`src/dcache_pkg.sv`:
```
`default_nettype none

package dcache_pkg;

    // ********************
    // cache geometry
    localparam int NUM_WAYS       = 2;
    localparam int NUM_SETS       = 128;
    localparam int INDEX_BITS     = 7;
    localparam int WORDS_PER_LINE = 8;
    localparam int OFFSET_BITS    = 3;    // word offset inside a line
    localparam int TAG_BITS       = 20;
    localparam int WORD_BITS      = 32;
    localparam int LINE_BITS      = 256;
    localparam int LINE_BYTES     = 32;

    // ********************
    // address fields and payloads
    typedef logic [31:0]              addr_t;
    typedef logic [WORD_BITS-1:0]     word_t;
    typedef logic [WORD_BITS/8-1:0]   strb_t;
    typedef logic [INDEX_BITS-1:0]    index_t;
    typedef logic [OFFSET_BITS-1:0]   offset_t;

    typedef struct packed {
        logic                valid;   // line holds data
        logic [TAG_BITS-1:0] tag;
    } tag_entry_t;

    typedef logic [LINE_BITS-1:0]     line_t;
    typedef logic [LINE_BYTES-1:0]    line_mask_t;    // one bit per byte

    // ********************
    // miss handling
    typedef enum logic [1:0] {
        IDLE,
        DIRTY_WRITE,    // victim going out
        ASKMEM,         // refill read issued
        REFILL          // line written into the arrays
    } miss_state_t;

endpackage

`default_nettype wire

```
`src/dcache_miss_ctrl.sv`:
```
`timescale 1ns/1ns
`default_nettype none

module dcache_miss_ctrl
    import dcache_pkg::*;
(
    input  wire             clk,
    input  wire             rst,
    input  wire             req_valid,
    input  wire addr_t      req_addr,
    input  wire             hit,
    input  wire             victim_dirty,
    input  wire tag_entry_t victim_tag,
    input  wire line_t      victim_line,
    output logic            advance,
    output logic            ready,
    output logic            refill_valid,
    output line_t           refill_line,
    output logic            wb_done,
    input  wire             mem_wrdy,
    output logic            mem_wen,
    output addr_t           mem_waddr,
    output line_t           mem_wdata,
    input  wire             mem_rrdy,
    output logic            mem_ren,
    output addr_t           mem_raddr,
    input  wire             mem_rvalid,
    input  wire line_t      mem_rdata
);

    miss_state_t state;
    miss_state_t next_state;
    logic        pending;      // bus request out, waiting on it
    logic        wr_issue;
    logic        rd_issue;
    logic        rd_return;
    index_t      req_index;

    assign req_index = req_addr[$clog2(LINE_BYTES) +: INDEX_BITS];

    // pipe moves only when idle and the held request is done
    assign advance      = (state == IDLE) && (!req_valid || hit);
    assign ready        = advance;
    assign refill_valid = (state == REFILL);
    assign wb_done      = mem_wen;

    assign wr_issue  = (state == DIRTY_WRITE) && mem_wrdy && !pending;
    assign rd_issue  = (state == ASKMEM) && mem_rrdy && !pending;
    assign rd_return = (state == ASKMEM) && mem_rvalid && pending;

    always_comb
    begin
        next_state = state;
        case (state)
            IDLE:
            begin
                if (req_valid && !hit)
                begin
                    next_state = victim_dirty ? DIRTY_WRITE : ASKMEM;
                end
            end
            DIRTY_WRITE:
            begin
                if (mem_wen)
                begin
                    next_state = ASKMEM;     // write pulse is on the bus
                end
            end
            ASKMEM:
            begin
                if (rd_return)
                begin
                    next_state = REFILL;
                end
            end
            REFILL:      next_state = IDLE;
            default:     next_state = IDLE;
        endcase
    end

    always_ff @(posedge clk)
    begin
        if (rst)
        begin
            state   <= IDLE;
            pending <= 1'b0;
            mem_wen <= 1'b0;
            mem_ren <= 1'b0;
        end
        else
        begin
            state   <= next_state;
            mem_wen <= wr_issue;     // one-cycle pulses
            mem_ren <= rd_issue;
            if (mem_wen || rd_return)
            begin
                pending <= 1'b0;
            end
            else if (wr_issue || rd_issue)
            begin
                pending <= 1'b1;
            end
        end
    end

    // bus payloads, latched with their pulse
    always_ff @(posedge clk)
    begin
        if (wr_issue)
        begin
            mem_waddr <= {victim_tag.tag, req_index, {$clog2(LINE_BYTES){1'b0}}};
            mem_wdata <= victim_line;
        end
        if (rd_issue)
        begin
            mem_raddr <= req_addr & ~addr_t'(LINE_BYTES - 1);   // line aligned
        end
        if (rd_return)
        begin
            refill_line <= mem_rdata;
        end
    end

    a_one_bus_op : assert property (@(posedge clk) disable iff (rst)
        !(mem_wen && mem_ren))
        else $error("write-back and refill read issued together");

endmodule

`default_nettype wire

```
`config.mk`:
```
export PLATFORM = sky130hd
export DESIGN_NAME = dcache_miss_ctrl
export DESIGN_NICKNAME = d
export VERILOG_FILES = /design/src/dcache_pkg.sv /design/src/dcache_miss_ctrl.sv
export SDC_FILE = /design/constraint.sdc
export NUM_CORES = 1
export LEC_CHECK = 0
export BUFFER_PORTS_ARGS = -buffer_cell sky130_fd_sc_hd__buf_2
export CORE_AREA = 8 8 448 450
export CTS_CLUSTER_DIAMETER = 50
export DETAILED_ROUTE_END_ITERATION = 7
export DIE_AREA = 0 0 456 458
export GPL_TIMING_DRIVEN = 0
export PLACE_DENSITY = 0.35
export SLEW_MARGIN = 40
export SYNTH_ARGS = -nofsm -noshare
export SYNTH_HDL_FRONTEND = slang
export SYNTH_SLANG_ARGS = --single-unit
```
`constraint.sdc`:
```
create_clock -name clk -period 19.3 [get_ports clk]
set_input_delay 0.965 -clock clk [delete_from_list [all_inputs] [get_ports clk]]
set_output_delay 0.965 -clock clk [all_outputs]
set_load 0.1 [all_outputs]
```
==> Yosys cells after proc, flatten, opt, wreduce, memory -nomap -nowiden <==
Index checks and enable logic that the tools add are counted.
{ "word_totals": {"reg_bits": 571, "input_bits": 573, "out_inout_bits": 582} }
{ "classes": {"n_eq_ne": 6, "mux": 5, "reduce_logical": 17} }
{ "op_table": {"columns": ["op", "count"], "rows": [
  ["$logic_and 1x1->1", 8],
  ["$mux 2", 4],
  ["$pmux 2 s4", 1],
  ["$eq 2x2->1 const B", 2],
  ["$ne 2x2->1 const B", 2],
  ["$logic_not 1->1", 3],
  ["$logic_or 1x1->1", 3],
  ["$reduce_and 3->1", 1],
  ["$eq 2x1->1 const B", 1],
  ["$logic_not 2->1", 1],
  ["$ne 2x1->1 const B", 1],
  ["$reduce_or 2->1", 1]
]} }

==> Longest topological paths before layout <==
{ "depth": {"word_depth": 5, "depth_mapped": 5, "mapped_depth_nobuf": 5} }

==> Least setup slack after synthesis <==
OpenSTA, ideal clock, no wires.
{ "synth_path": {"kind": "input port to flip-flop", "startpoint": "input port mem_wrdy", "endpoint": "register mem_waddr[10] (enable)", "setup_time_ns": 0.931, "arrival_ns": 12.754, "required_time_ns": 18.369, "setup_slack_ns": 5.614, "stages": 2, "n_path_buf": 0, "cell_sequence": "nand2_1 nor2_1"} }
{ "synth_between": {"elab_chain_len": 2} }
{ "synth_rtl": {"columns": ["item", "line", "source"], "rows": [
  ["from (decl)", "dcache_miss_ctrl.sv:20", "input wire mem_wrdy,"],
  ["$logic_and 1x1->1 (2 in series)", "dcache_miss_ctrl.sv:47", "assign wr_issue = (state == DIRTY_WRITE) && mem_wrdy && !pending;"],
  ["named net wr_issue", "dcache_miss_ctrl.sv:34", "logic wr_issue;"],
  ["to (signal assigned)", "dcache_miss_ctrl.sv:111", "mem_waddr <= {victim_tag.tag, req_index, {$clog2(LINE_BYTES){1'b0}}};"],
  ["to (decl)", "dcache_miss_ctrl.sv:22", "output addr_t mem_waddr,"]
]} }
The timed path passes the listed nets, and every way through them passes these cells.
A chain may end at the register's enable or synchronous reset.

==> Worst setup path after layout <==
{ "layout_path": {"startpoint": "register state[0]", "endpoint": "output port ready"} }
{ "layout_between": {"elab_chain_len": 2} }
{ "layout_rtl": {"columns": ["item", "line", "source"], "rows": [
  ["from (decl)", "dcache_miss_ctrl.sv:31", "miss_state_t state;"],
  ["from (signal assigned)", "dcache_miss_ctrl.sv:92", "state <= next_state;"],
  ["$logic_not 2->1", "dcache_miss_ctrl.sv:42", "assign advance = (state == IDLE) && (!req_valid || hit);"],
  ["$logic_and 1x1->1", "dcache_miss_ctrl.sv:42", null],
  ["to (decl)", "dcache_miss_ctrl.sv:16", "output logic ready,"]
]} }
No other way between the ends.

==> flow_summary.json <==
{
  "yosys-top-cells-count": "edfxtp_1, buf_4, dfxtp_1, nor2_1, ha_1",
  "vias": 12300,
  "period_minus_slack_ps": 3130,
  "fin_ws_ps": 16170,
  "yosys.area.top_type": "edfxtp_1",
  "cp-start-kind": "flop",
  "grt_first_pass_wirelength_mm": 148,
  "regToRegSetupSlack_ps": 16600,
  "hold_depth": 1,
  "post-place-ws_ps": 16050,
  "cts.sinks": 571,
  "worst_pin_slew_ps": 746,
  "synth-simple-area-share": 0.00382,
  "remaining_drc_errors": 0,
  "synthArstFlopShare": 0,
  "ys_ff_latch": 571,
  "area_delta_synth_final_pct": 74.1,
  "syn_area_um2": 17400,
  "fin_cells": 4535,
  "first_global_vias": 12500,
  "place_inst": 4328,
  "required_ps": 18330,
  "cp_top_family": "buffers and inverters",
  "cts.hold.buffers_added": 0,
  "cts.reportedPaths.clkPinSlew_ps": 60,
  "leakage_nw": 11.7,
  "ys_top_cells_by_area": "edfxtp_1, dfxtp_1, buf_4",
  "crit_chain": "inv_1, ha_1, and2_1, buf_4, buf_2",
  "initial_core_util": 0.0898,
  "fmax_mhz": 320,
  "cts_resized": 0,
  "synth_compound_area_frac": 0.00187,
  "dieArea_um2": 209000,
  "post-route-util": 0.156,
  "synth.most_common_cell": "edfxtp_1",
  "grt_max_degree": 42,
  "avgViaCountPerCell": 2.71,
  "dp_hpwl_mm": 104,
  "cts_buffers": 99,
  "syn_inst": 612,
  "cts_htree_levels": 3,
  "synth_edf_count": 566,
  "nFillCells": 21400,
  "r2r_end": "mem_wdata[233]$_DFFE_PP_",
  "place_area_um2": 26900,
  "slew_headroom": 0.506,
  "criticalPathCategory": "reg -> out",
  "netlist.area_leader.share": 0.978,
  "final_cell_area_um2": 30300,
  "crit_buf_inv": 3,
  "worstRegToRegCells": 11,
  "cts_tree": "yes",
  "postCtsSetupRepairBufs": 0,
  "startpoint": "state[0]$_SDFFE_PP0P_",
  "finalSetupViolCount": 0,
  "synthAdderAreaFrac": 0.00288,
  "path_max_fanout": 5,
  "synth_xor_area_frac": 0,
  "avgSynthCellArea_um2": 28.4,
  "synthMuxAreaShare": 0.00180,
  "die_x_um": 456,
  "maxCapViolations": 0,
  "slowest_delay_ps": 410,
  "status": "completed",
  "totalWireLength_mm": 121,
  "fin_skew_ps": 25.0,
  "ys_warn_count": 0,
  "rsz0062_at_grt": "no",
  "crit_end": "ready",
  "grt_usage": 0.110,
  "ys.flop_type": "edfxtp_1",
  "grt_overflow": 0,
  "r2r-start": "state[1]$_SDFFE_PP0P_",
  "cts_root_buf": "clkbuf_16",
  "hold_viol": 0,
  "drive_above_1_share": 0.685,
  "row_count": 162,
  "coreArea_um2": 194000,
  "wl_per_cell_um": 26.6,
  "period_share": 0.162,
  "slowest_stage": "buf_2",
  "antenna_found_initial": 122,
  "clock_latency_ps": 710,
  "slew_viol_final": 0,
  "place_congestion": 0.833,
  "drt_pre_antenna_iters": 4,
  "endpoint_kind": "primary output",
  "die_h_um": 458,
  "fin_nets": 2464,
  "min_path_type": "in -> reg",
  "powerDensity_nw_per_um2": 137,
  "drtAntennaViolNets": 0,
  "synth.distinct_cells": 18,
  "cp.depth": 5,
  "ios": 1155,
  "clockBufferDepth": 3,
  "cp.arrival_ps": 2160,
  "drtIter0Drc": 855,
  "vdd_drop_max_v": 0.0000634,
  "numPortBuffers": 1138,
  "synth-seq-area-share": 0.984,
  "hold_slack_ps": 429,
  "synth_top_family_by_area": "buffers and inverters"
}
## flip-flops by register name (all words and copies together) (netlist names)
name         flops
mem_ren          1
state            2
mem_wdata      256
mem_raddr       27
mem_wen          1
refill_line    256
mem_waddr       27
pending          1
## layout by cell type, fill, tap and decap left out, types with 7 or more instances in the layout
cell	netlist	routed
buf_2	0	1138
edfxtp_1	566	566
clkbuf_16	0	100
diode_2	0	23
inv_6	0	19
inv_8	0	17
buf_4	12	12
buf_8	0	11
conb_1	1	10
clkbuf_1	0	10
clkinvlp_4	0	9
clkinv_2	0	9
buf_16	0	9
buf_12	0	7
## where the power goes
group          total [W]  internal [W]  switching, W
Combinational   0.000862      0.000131      0.000731
Clock            0.00179       0.00105      0.000731
Sequential       0.00150       0.00147     0.0000275
## cell families after synthesis
group | Yosys count
adders and majority gates | 4
buffers and inverters | 15
muxes | 3
DFF | 571
AOI/OAI and AO/OA | 4
and+or+nand+nor | 14
other | 1
## how the worst min path moves through the flow
stage,start,end
after floorplan,state[1]$_SDFFE_PP0P_,state[1]$_SDFFE_PP0P_
after global placement,mem_wen$_SDFF_PP0_,pending$_SDFFE_PP0P_
after detailed placement,state[1]$_SDFFE_PP0P_,state[1]$_SDFFE_PP0P_
after CTS,mem_rdata[216],refill_line[216]$_DFFE_PP_
after global routing,victim_line[221],mem_wdata[221]$_DFFE_PP_
final,victim_line[37],mem_wdata[37]$_DFFE_PP_
## per-layer routing
layer,global-route usage,share of wire,vias to the layer above
li1,-,-,5115
met5,0,0.0024,-
met4,0.0241,0.024,42
met2,0.186,0.49,803
met3,0.0601,0.12,260
met1,0.121,0.36,6053
## cell type report
type	instances	area, µm²	area share
antenna	23	57.6	0.00190
buffer	12	90.1	0.00298
clock buffer	110	2540	0.0839
clock inverter	74	807	0.0267
inverter	3	11.3	0.000372
multi-input combinational	35	236	0.00781
sequential	571	17100	0.565
tap	2542	3180	0.105
timing repair buffer	1165	6250	0.206
## worst reg2reg max path: cells and delay by family, from the launching register on
kind / cells / cell delay, ps
adder cells (fa/ha/maj): 1 / 160
AND/OR/NAND/NOR: 2 / 500
flip-flops: 1 / 330
buffers and inverters: 8 / 1390
## through the flow
step | TNS (ps) | power, W
final | 0 | 0.00415
after global routing | 0 | 0.00430
after detailed placement | 0 | 0.00241
after floorplan | 0 | 0.00217
after CTS | 0 | 0.00425
after global placement | -882860 | 0.00244
Power figures use the tool's default switching activity.
