===== config.mk =====
export PLATFORM = sky130hd
export DESIGN_NAME = dcache_req_stage
export DESIGN_NICKNAME = d
export VERILOG_FILES = /design/src/dcache_pkg.sv /design/src/dcache_req_stage.sv
export SDC_FILE = /design/constraint.sdc
export NUM_CORES = 1
export LEC_CHECK = 0
export BUFFER_PORTS_ARGS = -buffer_cell sky130_fd_sc_hd__buf_2
export CAP_MARGIN = 20
export CORE_ASPECT_RATIO = 1.4
export CORE_MARGIN = 2
export CORE_UTILIZATION = 44
export CTS_CLUSTER_DIAMETER = 120
export DETAILED_ROUTE_END_ITERATION = 8
export PLACE_DENSITY = 0.84
export SETUP_SLACK_MARGIN = 0.4
export SLEW_MARGIN = 20
export SYNTH_ARGS = -nofsm -noshare
export SYNTH_HDL_FRONTEND = slang
export SYNTH_SLANG_ARGS = --single-unit

===== constraint.sdc =====
create_clock -name clk -period 1.3 [get_ports clk]
set_input_delay 0.13 -clock clk [delete_from_list [all_inputs] [get_ports clk]]
set_output_delay 0.13 -clock clk [all_outputs]
set_load 0.05 [all_outputs]

===== src/dcache_pkg.sv =====
`default_nettype none

package dcache_pkg;

    // ********************
    // cache geometry
    localparam int NUM_WAYS       = 2;
    localparam int NUM_SETS       = 128;
    localparam int INDEX_BITS     = 7;
    localparam int WORDS_PER_LINE = 8;
    localparam int OFFSET_BITS    = 3;    // word offset inside a line
    localparam int TAG_BITS       = 20;
    localparam int WORD_BITS      = 32;
    localparam int LINE_BITS      = 256;
    localparam int LINE_BYTES     = 32;

    // ********************
    // address fields and payloads
    typedef logic [31:0]              addr_t;
    typedef logic [WORD_BITS-1:0]     word_t;
    typedef logic [WORD_BITS/8-1:0]   strb_t;
    typedef logic [INDEX_BITS-1:0]    index_t;
    typedef logic [OFFSET_BITS-1:0]   offset_t;

    typedef struct packed {
        logic                valid;   // line holds data
        logic [TAG_BITS-1:0] tag;
    } tag_entry_t;

    typedef logic [LINE_BITS-1:0]     line_t;
    typedef logic [LINE_BYTES-1:0]    line_mask_t;    // one bit per byte

    // ********************
    // miss handling
    typedef enum logic [1:0] {
        IDLE,
        DIRTY_WRITE,    // victim going out
        ASKMEM,         // refill read issued
        REFILL          // line written into the arrays
    } miss_state_t;

endpackage

`default_nettype wire


===== src/dcache_req_stage.sv =====
`timescale 1ns/1ns
`default_nettype none

module dcache_req_stage
    import dcache_pkg::*;
(
    input  wire         clk,
    input  wire         rst,
    input  wire         ren,
    input  wire strb_t  wen,
    input  wire addr_t  addr,
    input  wire word_t  wdata,
    input  wire         advance,
    output logic        req_valid,
    output logic        req_load,
    output addr_t       req_addr,
    output word_t       req_wdata,
    output strb_t       req_strb,
    output index_t      rd_index
);

    // request flags, an idle cycle clears them
    always_ff @(posedge clk)
    begin
        if (rst)
        begin
            req_valid <= 1'b0;
            req_load  <= 1'b0;
        end
        else if (advance)
        begin
            req_valid <= ren || (wen != '0);
            req_load  <= ren;
        end
    end

    // held payload of the request
    always_ff @(posedge clk)
    begin
        if (advance)
        begin
            req_addr  <= addr;
            req_wdata <= wdata;
            req_strb  <= wen;
        end
    end

    // arrays read the incoming set only when the pipe moves
    assign rd_index = advance ? addr[$clog2(LINE_BYTES) +: INDEX_BITS]
                              : req_addr[$clog2(LINE_BYTES) +: INDEX_BITS];

    // one request kind per cycle from the CPU
    a_one_kind : assert property (@(posedge clk) disable iff (rst)
        !(ren && (wen != '0)))
        else $error("load and store requested in the same cycle");

endmodule

`default_nettype wire


=== Word-level counts from Yosys, hierarchy flattened ===
Cells that the tools add are included.

* Bits in registers: 70
* Bits of input ports: 72
* Logic and storage cells: 8
* Output and inout bits: 77

* Reduce and logical (&&, ||, !) cells: 2
* Muxes and demuxes: 1

{| class="wikitable"
|+ Operator list
! kind !! count
|-
| 7-bit two-way mux || 1
|-
| 4-bit nonzero test || 1
|-
| 1-bit logical OR || 1
|}

=== Depth between registers and ports, before layout ===
Gate-level depths: netlist of run 1.

* Word-level depth: 2
* Mapped depth: 3
* Mapped depth without buffers: 2

=== Worst setup path before layout of run 1 ===
OpenSTA, ideal clock, no wires.

* Path type: reg-to-output
* Start: register req_addr[5]
* End: output rd_index[0]
* Slack: 0.113 ns
* Buffers on the path: 0
* Arrival time: 1.057 ns
* Stages on the path, launching flop included: 2
* Required time: 1.170 ns
* Cell sequence: edfxtp_1 -> mux2_2

* Cells in the longest elaborated chain, start to end: 1

{| class="wikitable"
|+ Ends and longest elaborated chain
! what !! line !! RTL
|-
| start, declared || dcache_req_stage.sv:16 || <nowiki>output addr_t req_addr,</nowiki>
|-
| start signal, assigned || dcache_req_stage.sv:42 || <nowiki>req_addr <= addr;</nowiki>
|-
| 7-bit two-way mux || dcache_req_stage.sv:49 || <nowiki>assign rd_index = advance ? addr[$clog2(LINE_BYTES) +: INDEX_BITS]</nowiki>
|-
| end, declared || dcache_req_stage.sv:19 || <nowiki>output index_t rd_index</nowiki>
|}

No other way between the ends.

=== Final worst setup path of run 1 ===
* Start: register req_addr[7]
* End: output rd_index[2]

Same word-level chain as after synthesis.

==> reports/summary.json, run 1 <==
{
  "route": {
    "postRouteWirelength_mm": 8.63,
    "drt-vias-per-instance": 4.88,
    "drc_errors": 0,
    "postRouteAntennaNets": 0,
    "num_vias": 1879,
    "routedWlPerCell_um": 22.4,
    "drt_iter0_markers": 122,
    "drt_first_pass_iters": 4
  },
  "global_route": {
    "grt_pass1_vias": 2076,
    "grt_first_pass_wirelength_mm": 11.6,
    "antenna_found_initial": 1,
    "grt.total_usage": 0.306,
    "total_grt_overflow": 0,
    "grt_max_degree": 50
  },
  "setup_path": {
    "cp.arrival_ns": 1.25,
    "worstReg2RegEnd": "req_load",
    "cp_data_required_time_ns": 1.17,
    "timing.critical_path.cells": "mux2_4 -> buf_6",
    "worst_path_max_delay_cell": "edfxtp_1",
    "timing.critical_path.from_type": "flop",
    "reg2regPathDepth": 2,
    "cp-end-kind": "primary output",
    "criticalPathCategory": "flop to primary output",
    "critical_path.max_fanout": 2,
    "rr_startpoint": "req_load",
    "critical-path-max-stage-delay_ns": 0.43,
    "timing.reg2reg.setup_slack_ns": 0.53
  },
  "floorplanning": {
    "top_level_ports": 149,
    "dieArea_sq_um": 5660,
    "die_width_um": 64.2,
    "chipHeight_um": 88.2,
    "placement_rows": 30,
    "core_area_sq_um": 4880,
    "initial_utilization": 0.457
  },
  "synth": {
    "synth.lib_cells_used.distinct": 8,
    "syn-num-nets": 156,
    "ys_ff_latch": 70,
    "netlist_area_sq_um": 2230,
    "yosys_warnings": 0,
    "synth-seq-area-share": 0.934,
    "synth.top_cells.by_area": "edfxtp_1 (92%), mux2_2 (3.5%), dfxtp_1 (1.8%)",
    "synth_area_per_cell_sq_um": 26.5,
    "synth_top_area_frac": 0.916,
    "post_synth_inst_count": 84,
    "yosysTopAreaCell": "edfxtp_1"
  },
  "pwr": {
    "max-vdd-ir-drop_mv": 1.26,
    "finalPower_uw": 6310,
    "power_per_cell_area_nw_per_um2": 1400,
    "power.static_leakage_uw": 0.00193
  },
  "cts": {
    "cts_num_sinks": 70,
    "tritoncts": "built",
    "clock_tree.htree_level_count": 3,
    "cts_max_path_buffers": 2,
    "insertion_delay_ns": 0.35,
    "clk_transition_reported_paths_ns": 0.09,
    "cts_root_buf": "clkbuf_8",
    "tritoncts.num_buffers": 9
  },
  "cells_and_area": {
    "syn_to_final_growth_pct": 102,
    "design_area_sq_um": 4500,
    "nets": 387,
    "filler_cell_count": 161,
    "final_core_util": 0.922,
    "drive_gt1_frac": 0.559,
    "mostFrequentLayoutCells": "buf_2 (71), buf_6 (69), edfxtp_1 (68)",
    "final_common_cell": "buf_2"
  },
  "timing": {
    "worst-slew-pin-transition_ns": 0.243,
    "setup_violations": 7,
    "maximum_achievable_frequency_ghz": 0.725,
    "maxSlewViolCount": 0,
    "period_minus_slack_ns": 1.38,
    "maximum_clock_skew_at_final_layout_ns": 0,
    "final.setup.worst_slack_ns": -0.0796,
    "setup_repair_after_global_routing_missed_its_margin": "true",
    "hold_viol_final": 0,
    "layout_worst_path_cycle_share": 1.06,
    "worst_slew_margin_rel": 0.833
  },
  "status": {
    "run_status": "finished with violations",
    "failed_checks": "setup timing"
  },
  "worst_hold_path": {
    "min-delay-path-class": "primary input to flop",
    "whs_endpoint": "req_strb[0]",
    "whs_path_depth": 1,
    "hold_start": "wen[0]"
  },
  "placement": {
    "numPortBuffers": 148,
    "finalWeightedCongestion": 0.783,
    "placed_area_sq_um": 3100,
    "dpl.hpwl_mm": 3.81
  },
  "run": {
    "timing.max_cap.violations": 0
  }
}
## cell type report
class | count | area [sq um] | share of cell area
Clock buffer | 10 | 128 | 0.0284
Antenna cell | 1 | 2.50 | 0.000556
Tap cell | 64 | 80.1 | 0.0178
Sequential cell | 70 | 2080 | 0.463
Clock inverter | 6 | 85.1 | 0.0189
Timing Repair Buffer | 221 | 1960 | 0.435
Multi-Input combinational cell | 13 | 163 | 0.0361
## critical path, delay by kind of cell, from the launching register on
family,cells,cell delay (ns)
buf+inv,1,0.16
flops,1,0.43
mux,1,0.30
## metal layers
metal | GRT usage | up-vias | wire length (um)
met4 | 0.166 | 0 | 287
met3 | 0.108 | 23 | 726
met5 | 0 | - | 0
li1 | - | 801 | -
met2 | 0.568 | 125 | 5010
met1 | 0.292 | 930 | 2610
## sequential cells by signal, summed over array words and instances (netlist names)
signal,cells
req_addr,32
req_wdata,32
req_strb,4
req_load,1
req_valid,1
## through the flow
step / std cells / hold WS, ns / worst slack (ns) / TNS (ns)
CTS: 381 / 0.00181 / -0.0215 / -0.124
floorplan: 84 / 0.187 / 0.147 / 0
detailed placement: 298 / 0.308 / 0.246 / 0
finish: 385 / 0.00576 / -0.0796 / -0.382
global route: 385 / 0.00775 / -0.0995 / -0.542
global placement: 298 / 0.306 / 0.270 / 0
## cells in the mapped netlist
master and count:
buf_6 1, dfxtp_1 2, nor4b_4 1, edfxtp_1 68
a211oi_2 1, mux2i_1 1, nor2_1 3, mux2_2 7
## repair_timing
action	CTS	global route
resized for setup	147	10
hold buffers	67	0
pin swaps	0	0
setup buffers	0	3
setup endpoints to repair	77	77
endpoints found under the hold margin	68	0
## worst max path at each step
stage / start / end
after global routing: req_addr[7] / rd_index[2]
final: req_addr[7] / rd_index[2]
after global placement: advance / req_load
after detailed placement: advance / req_valid
after CTS: req_addr[6] / rd_index[1]
after floorplan: req_addr[5] / rd_index[0]
## power by group
part	leakage (uW)	internal [uW]	switching [uW]	total [uW]
Sequential	0.000683	2680	107	2780
Clock	0.000104	1080	884	1960
Combinational	0.00114	617	942	1560
Total	0.00193	4370	1930	6310
## logic make-up after synthesis
group / after synthesis / share of synthesized area
simple gates: 4 / 0.0157
compound gates: 1 / 0.00561
mux: 8 / 0.0398
buf+inv: 1 / 0.00505
flops: 70 / 0.934
(Power assumes the default switching activity.)
==> run 2, diff against run 1 <==
SETUP_SLACK_MARGIN = 0.02   (was 0.4)
==> reports/summary.json, run 2 (synthesis results as in run 1) <==
{
  "status": {
    "run_status": "finished with violations",
    "failed_checks": "setup timing"
  },
  "route": {
    "drt_first_pass_iters": 2,
    "postRouteWirelength_mm": 6.83,
    "postRouteAntennaNets": 0,
    "num_vias": 1754,
    "routedWlPerCell_um": 17.9,
    "drc_errors": 0,
    "drt_iter0_markers": 81,
    "drt-vias-per-instance": 4.59
  },
  "cells_and_area": {
    "design_area_sq_um": 3990,
    "drive_gt1_frac": 0.553,
    "mostFrequentLayoutCells": "buf_2 (141), edfxtp_1 (68), dlygate4sd3_1 (67)",
    "stdcell_count": 382,
    "final_core_util": 0.818,
    "syn_to_final_growth_pct": 79.1,
    "nets": 385,
    "final_common_cell": "buf_2",
    "largestRegisters": "req_addr: 32 flops, req_wdata: 32 flops, req_strb: 4 flops",
    "num_antenna_cells": 0
  },
  "pwr": {
    "finalPower_uw": 5680,
    "internal_power_uw": 3940,
    "power.static_leakage_uw": 0.00174,
    "switching_share": 0.307,
    "share_seq_of_total_power": 0.480,
    "pwr-share-clk": 0.291,
    "max-vdd-ir-drop_mv": 1.08,
    "power.combinational.fraction": 0.229,
    "power_per_cell_area_nw_per_um2": 1420,
    "total_switching_power_uw": 1740
  },
  "global_route": {
    "grt_first_pass_wirelength_mm": 9.51,
    "grt_pass1_vias": 1898,
    "total_grt_overflow": 0,
    "grt.total_usage": 0.246,
    "grt_max_degree": 56,
    "antenna_found_initial": 0
  },
  "floorplanning": {
    "core_area_sq_um": 4880,
    "die_width_um": 64.2,
    "top_level_ports": 149,
    "dieArea_sq_um": 5660,
    "placement_rows": 30,
    "chipHeight_um": 88.2,
    "initial_utilization": 0.457
  },
  "timing": {
    "final.setup.worst_slack_ns": -0.0332,
    "setup_repair_after_global_routing_missed_its_margin": "true",
    "worst_slew_margin_rel": 0.788,
    "worst_hold_slack_after_final_layout_ns": 0.0198,
    "worst-slew-pin-transition_ns": 0.319,
    "setup_violations": 6,
    "maximum_clock_skew_at_final_layout_ns": 0,
    "maxSlewViolCount": 0,
    "layout_worst_path_cycle_share": 1.03,
    "period_minus_slack_ns": 1.33,
    "maximum_achievable_frequency_ghz": 0.750,
    "hold_viol_final": 0
  },
  "worst_hold_path": {
    "min-delay-path-class": "primary input to flop"
  },
  "setup_path": {
    "timing.critical_path.to": "rd_index[6]",
    "worst_path_max_delay_cell": "edfxtp_1",
    "reg2regPathDepth": 2,
    "critical_path.max_fanout": 2,
    "worstReg2RegEnd": "req_valid",
    "timing.reg2reg.setup_slack_ns": 0.66,
    "timing.critical_path.from_type": "flop",
    "cp-end-kind": "primary output",
    "rr_startpoint": "req_valid",
    "critical-path-max-stage-delay_ns": 0.42,
    "worstSetupStartpoint": "req_addr[11]",
    "criticalPathCategory": "flop to primary output",
    "cp_data_required_time_ns": 1.17,
    "cp.arrival_ns": 1.20,
    "timing.critical_path.cells": "mux2_4 -> buf_8"
  },
  "placement": {
    "place_inst": 298,
    "finalWeightedCongestion": 0.790,
    "numPortBuffers": 148,
    "placed_area_sq_um": 3070
  },
  "cts": {
    "cts_root_buf": "clkbuf_8",
    "clock_tree.htree_level_count": 3,
    "insertion_delay_ns": 0.33,
    "cts_max_path_buffers": 2,
    "cts_num_sinks": 70,
    "clk_transition_reported_paths_ns": 0.07,
    "tritoncts.num_buffers": 9,
    "tritoncts": "built"
  },
  "run": {
    "timing.max_cap.violations": 0
  }
}
## run 2: cell types whose count changed in the layout (fill, tap and decap cells not counted), moves of 2 or more
| cell | before | now |
|---|---|---|
| buf_2 | 71 | 141 |
| buf_4 | 7 | 3 |
| buf_6 | 69 | 6 |
| buf_8 | 5 | 1 |
| clkinv_2 | 1 | 3 |
| dfxtp_1 | 0 | 2 |
| dfxtp_2 | 2 | 0 |
| mux2_2 | 0 | 6 |
| mux2_4 | 7 | 1 |
## run 2: critical path: cells and delay by family, from the launching register on
kind                   cells  cell delay [ns]
flip-flops                 1             0.42
multiplexers               1             0.30
buffers and inverters      1             0.15
## run 2: power groups by stage
| stage | sequential (uW) | clock [uW] | combinational (uW) |
|---|---|---|---|
| after floorplan | 3390 | 0 | 112 |
| after detailed placement | 2770 | 0 | 1090 |
| after global placement | 2760 | 0 | 1070 |
| final | 2730 | 1650 | 1300 |
| after CTS | 2720 | 1660 | 1280 |
| after global routing | 2740 | 1780 | 1340 |
## run 2: metal layers
layer,track usage,share of wire
met2,0.494,0.58
met5,0,0
met1,0.204,0.31
met4,0.159,0.045
met3,0.0662,0.069
## run 2: worst min path at each step
stage / endpoint / slack, ns / start / cells past startpoint
floorplan: req_valid / 0.19 / rst / 1
global placement: req_addr[15] / 0.31 / addr[15] / 1
detailed placement: req_wdata[29] / 0.31 / wdata[29] / 1
CTS: req_strb[1] / 0.01 / wen[1] / 1
global route: req_strb[1] / 0.01 / wen[1] / 1
finish: req_strb[1] / 0.02 / wen[1] / 1
## run 2: cell type report
cell class	count	area, sq um
clock buffers	9	124
clock inverters	7	65.1
fillers	269	887
multi-input cells	13	140
flip-flops and latches	70	2080
well taps	64	80.1
repair buffers	219	1500
## run 2: what timing repair did
| action | 4_1_cts | 5_1_grt |
|---|---|---|
| setup endpoints to repair | 7 | 7 |
| cloned | 0 | 0 |
| buffers inserted | 0 | 1 |
| hold endpoints to repair | 68 | 0 |
| hold buffers | 67 | 0 |
| pin swaps | 0 | 0 |
| resized for setup | 15 | 1 |
## run 2: per-stage QoR
step                TNS, ns  setup WS [ns]
finish              -0.0875        -0.0332
global route         -0.357        -0.0705
CTS                 -0.0220        -0.0126
detailed placement        0         0.0954
global placement          0          0.118
floorplan                 0          0.113
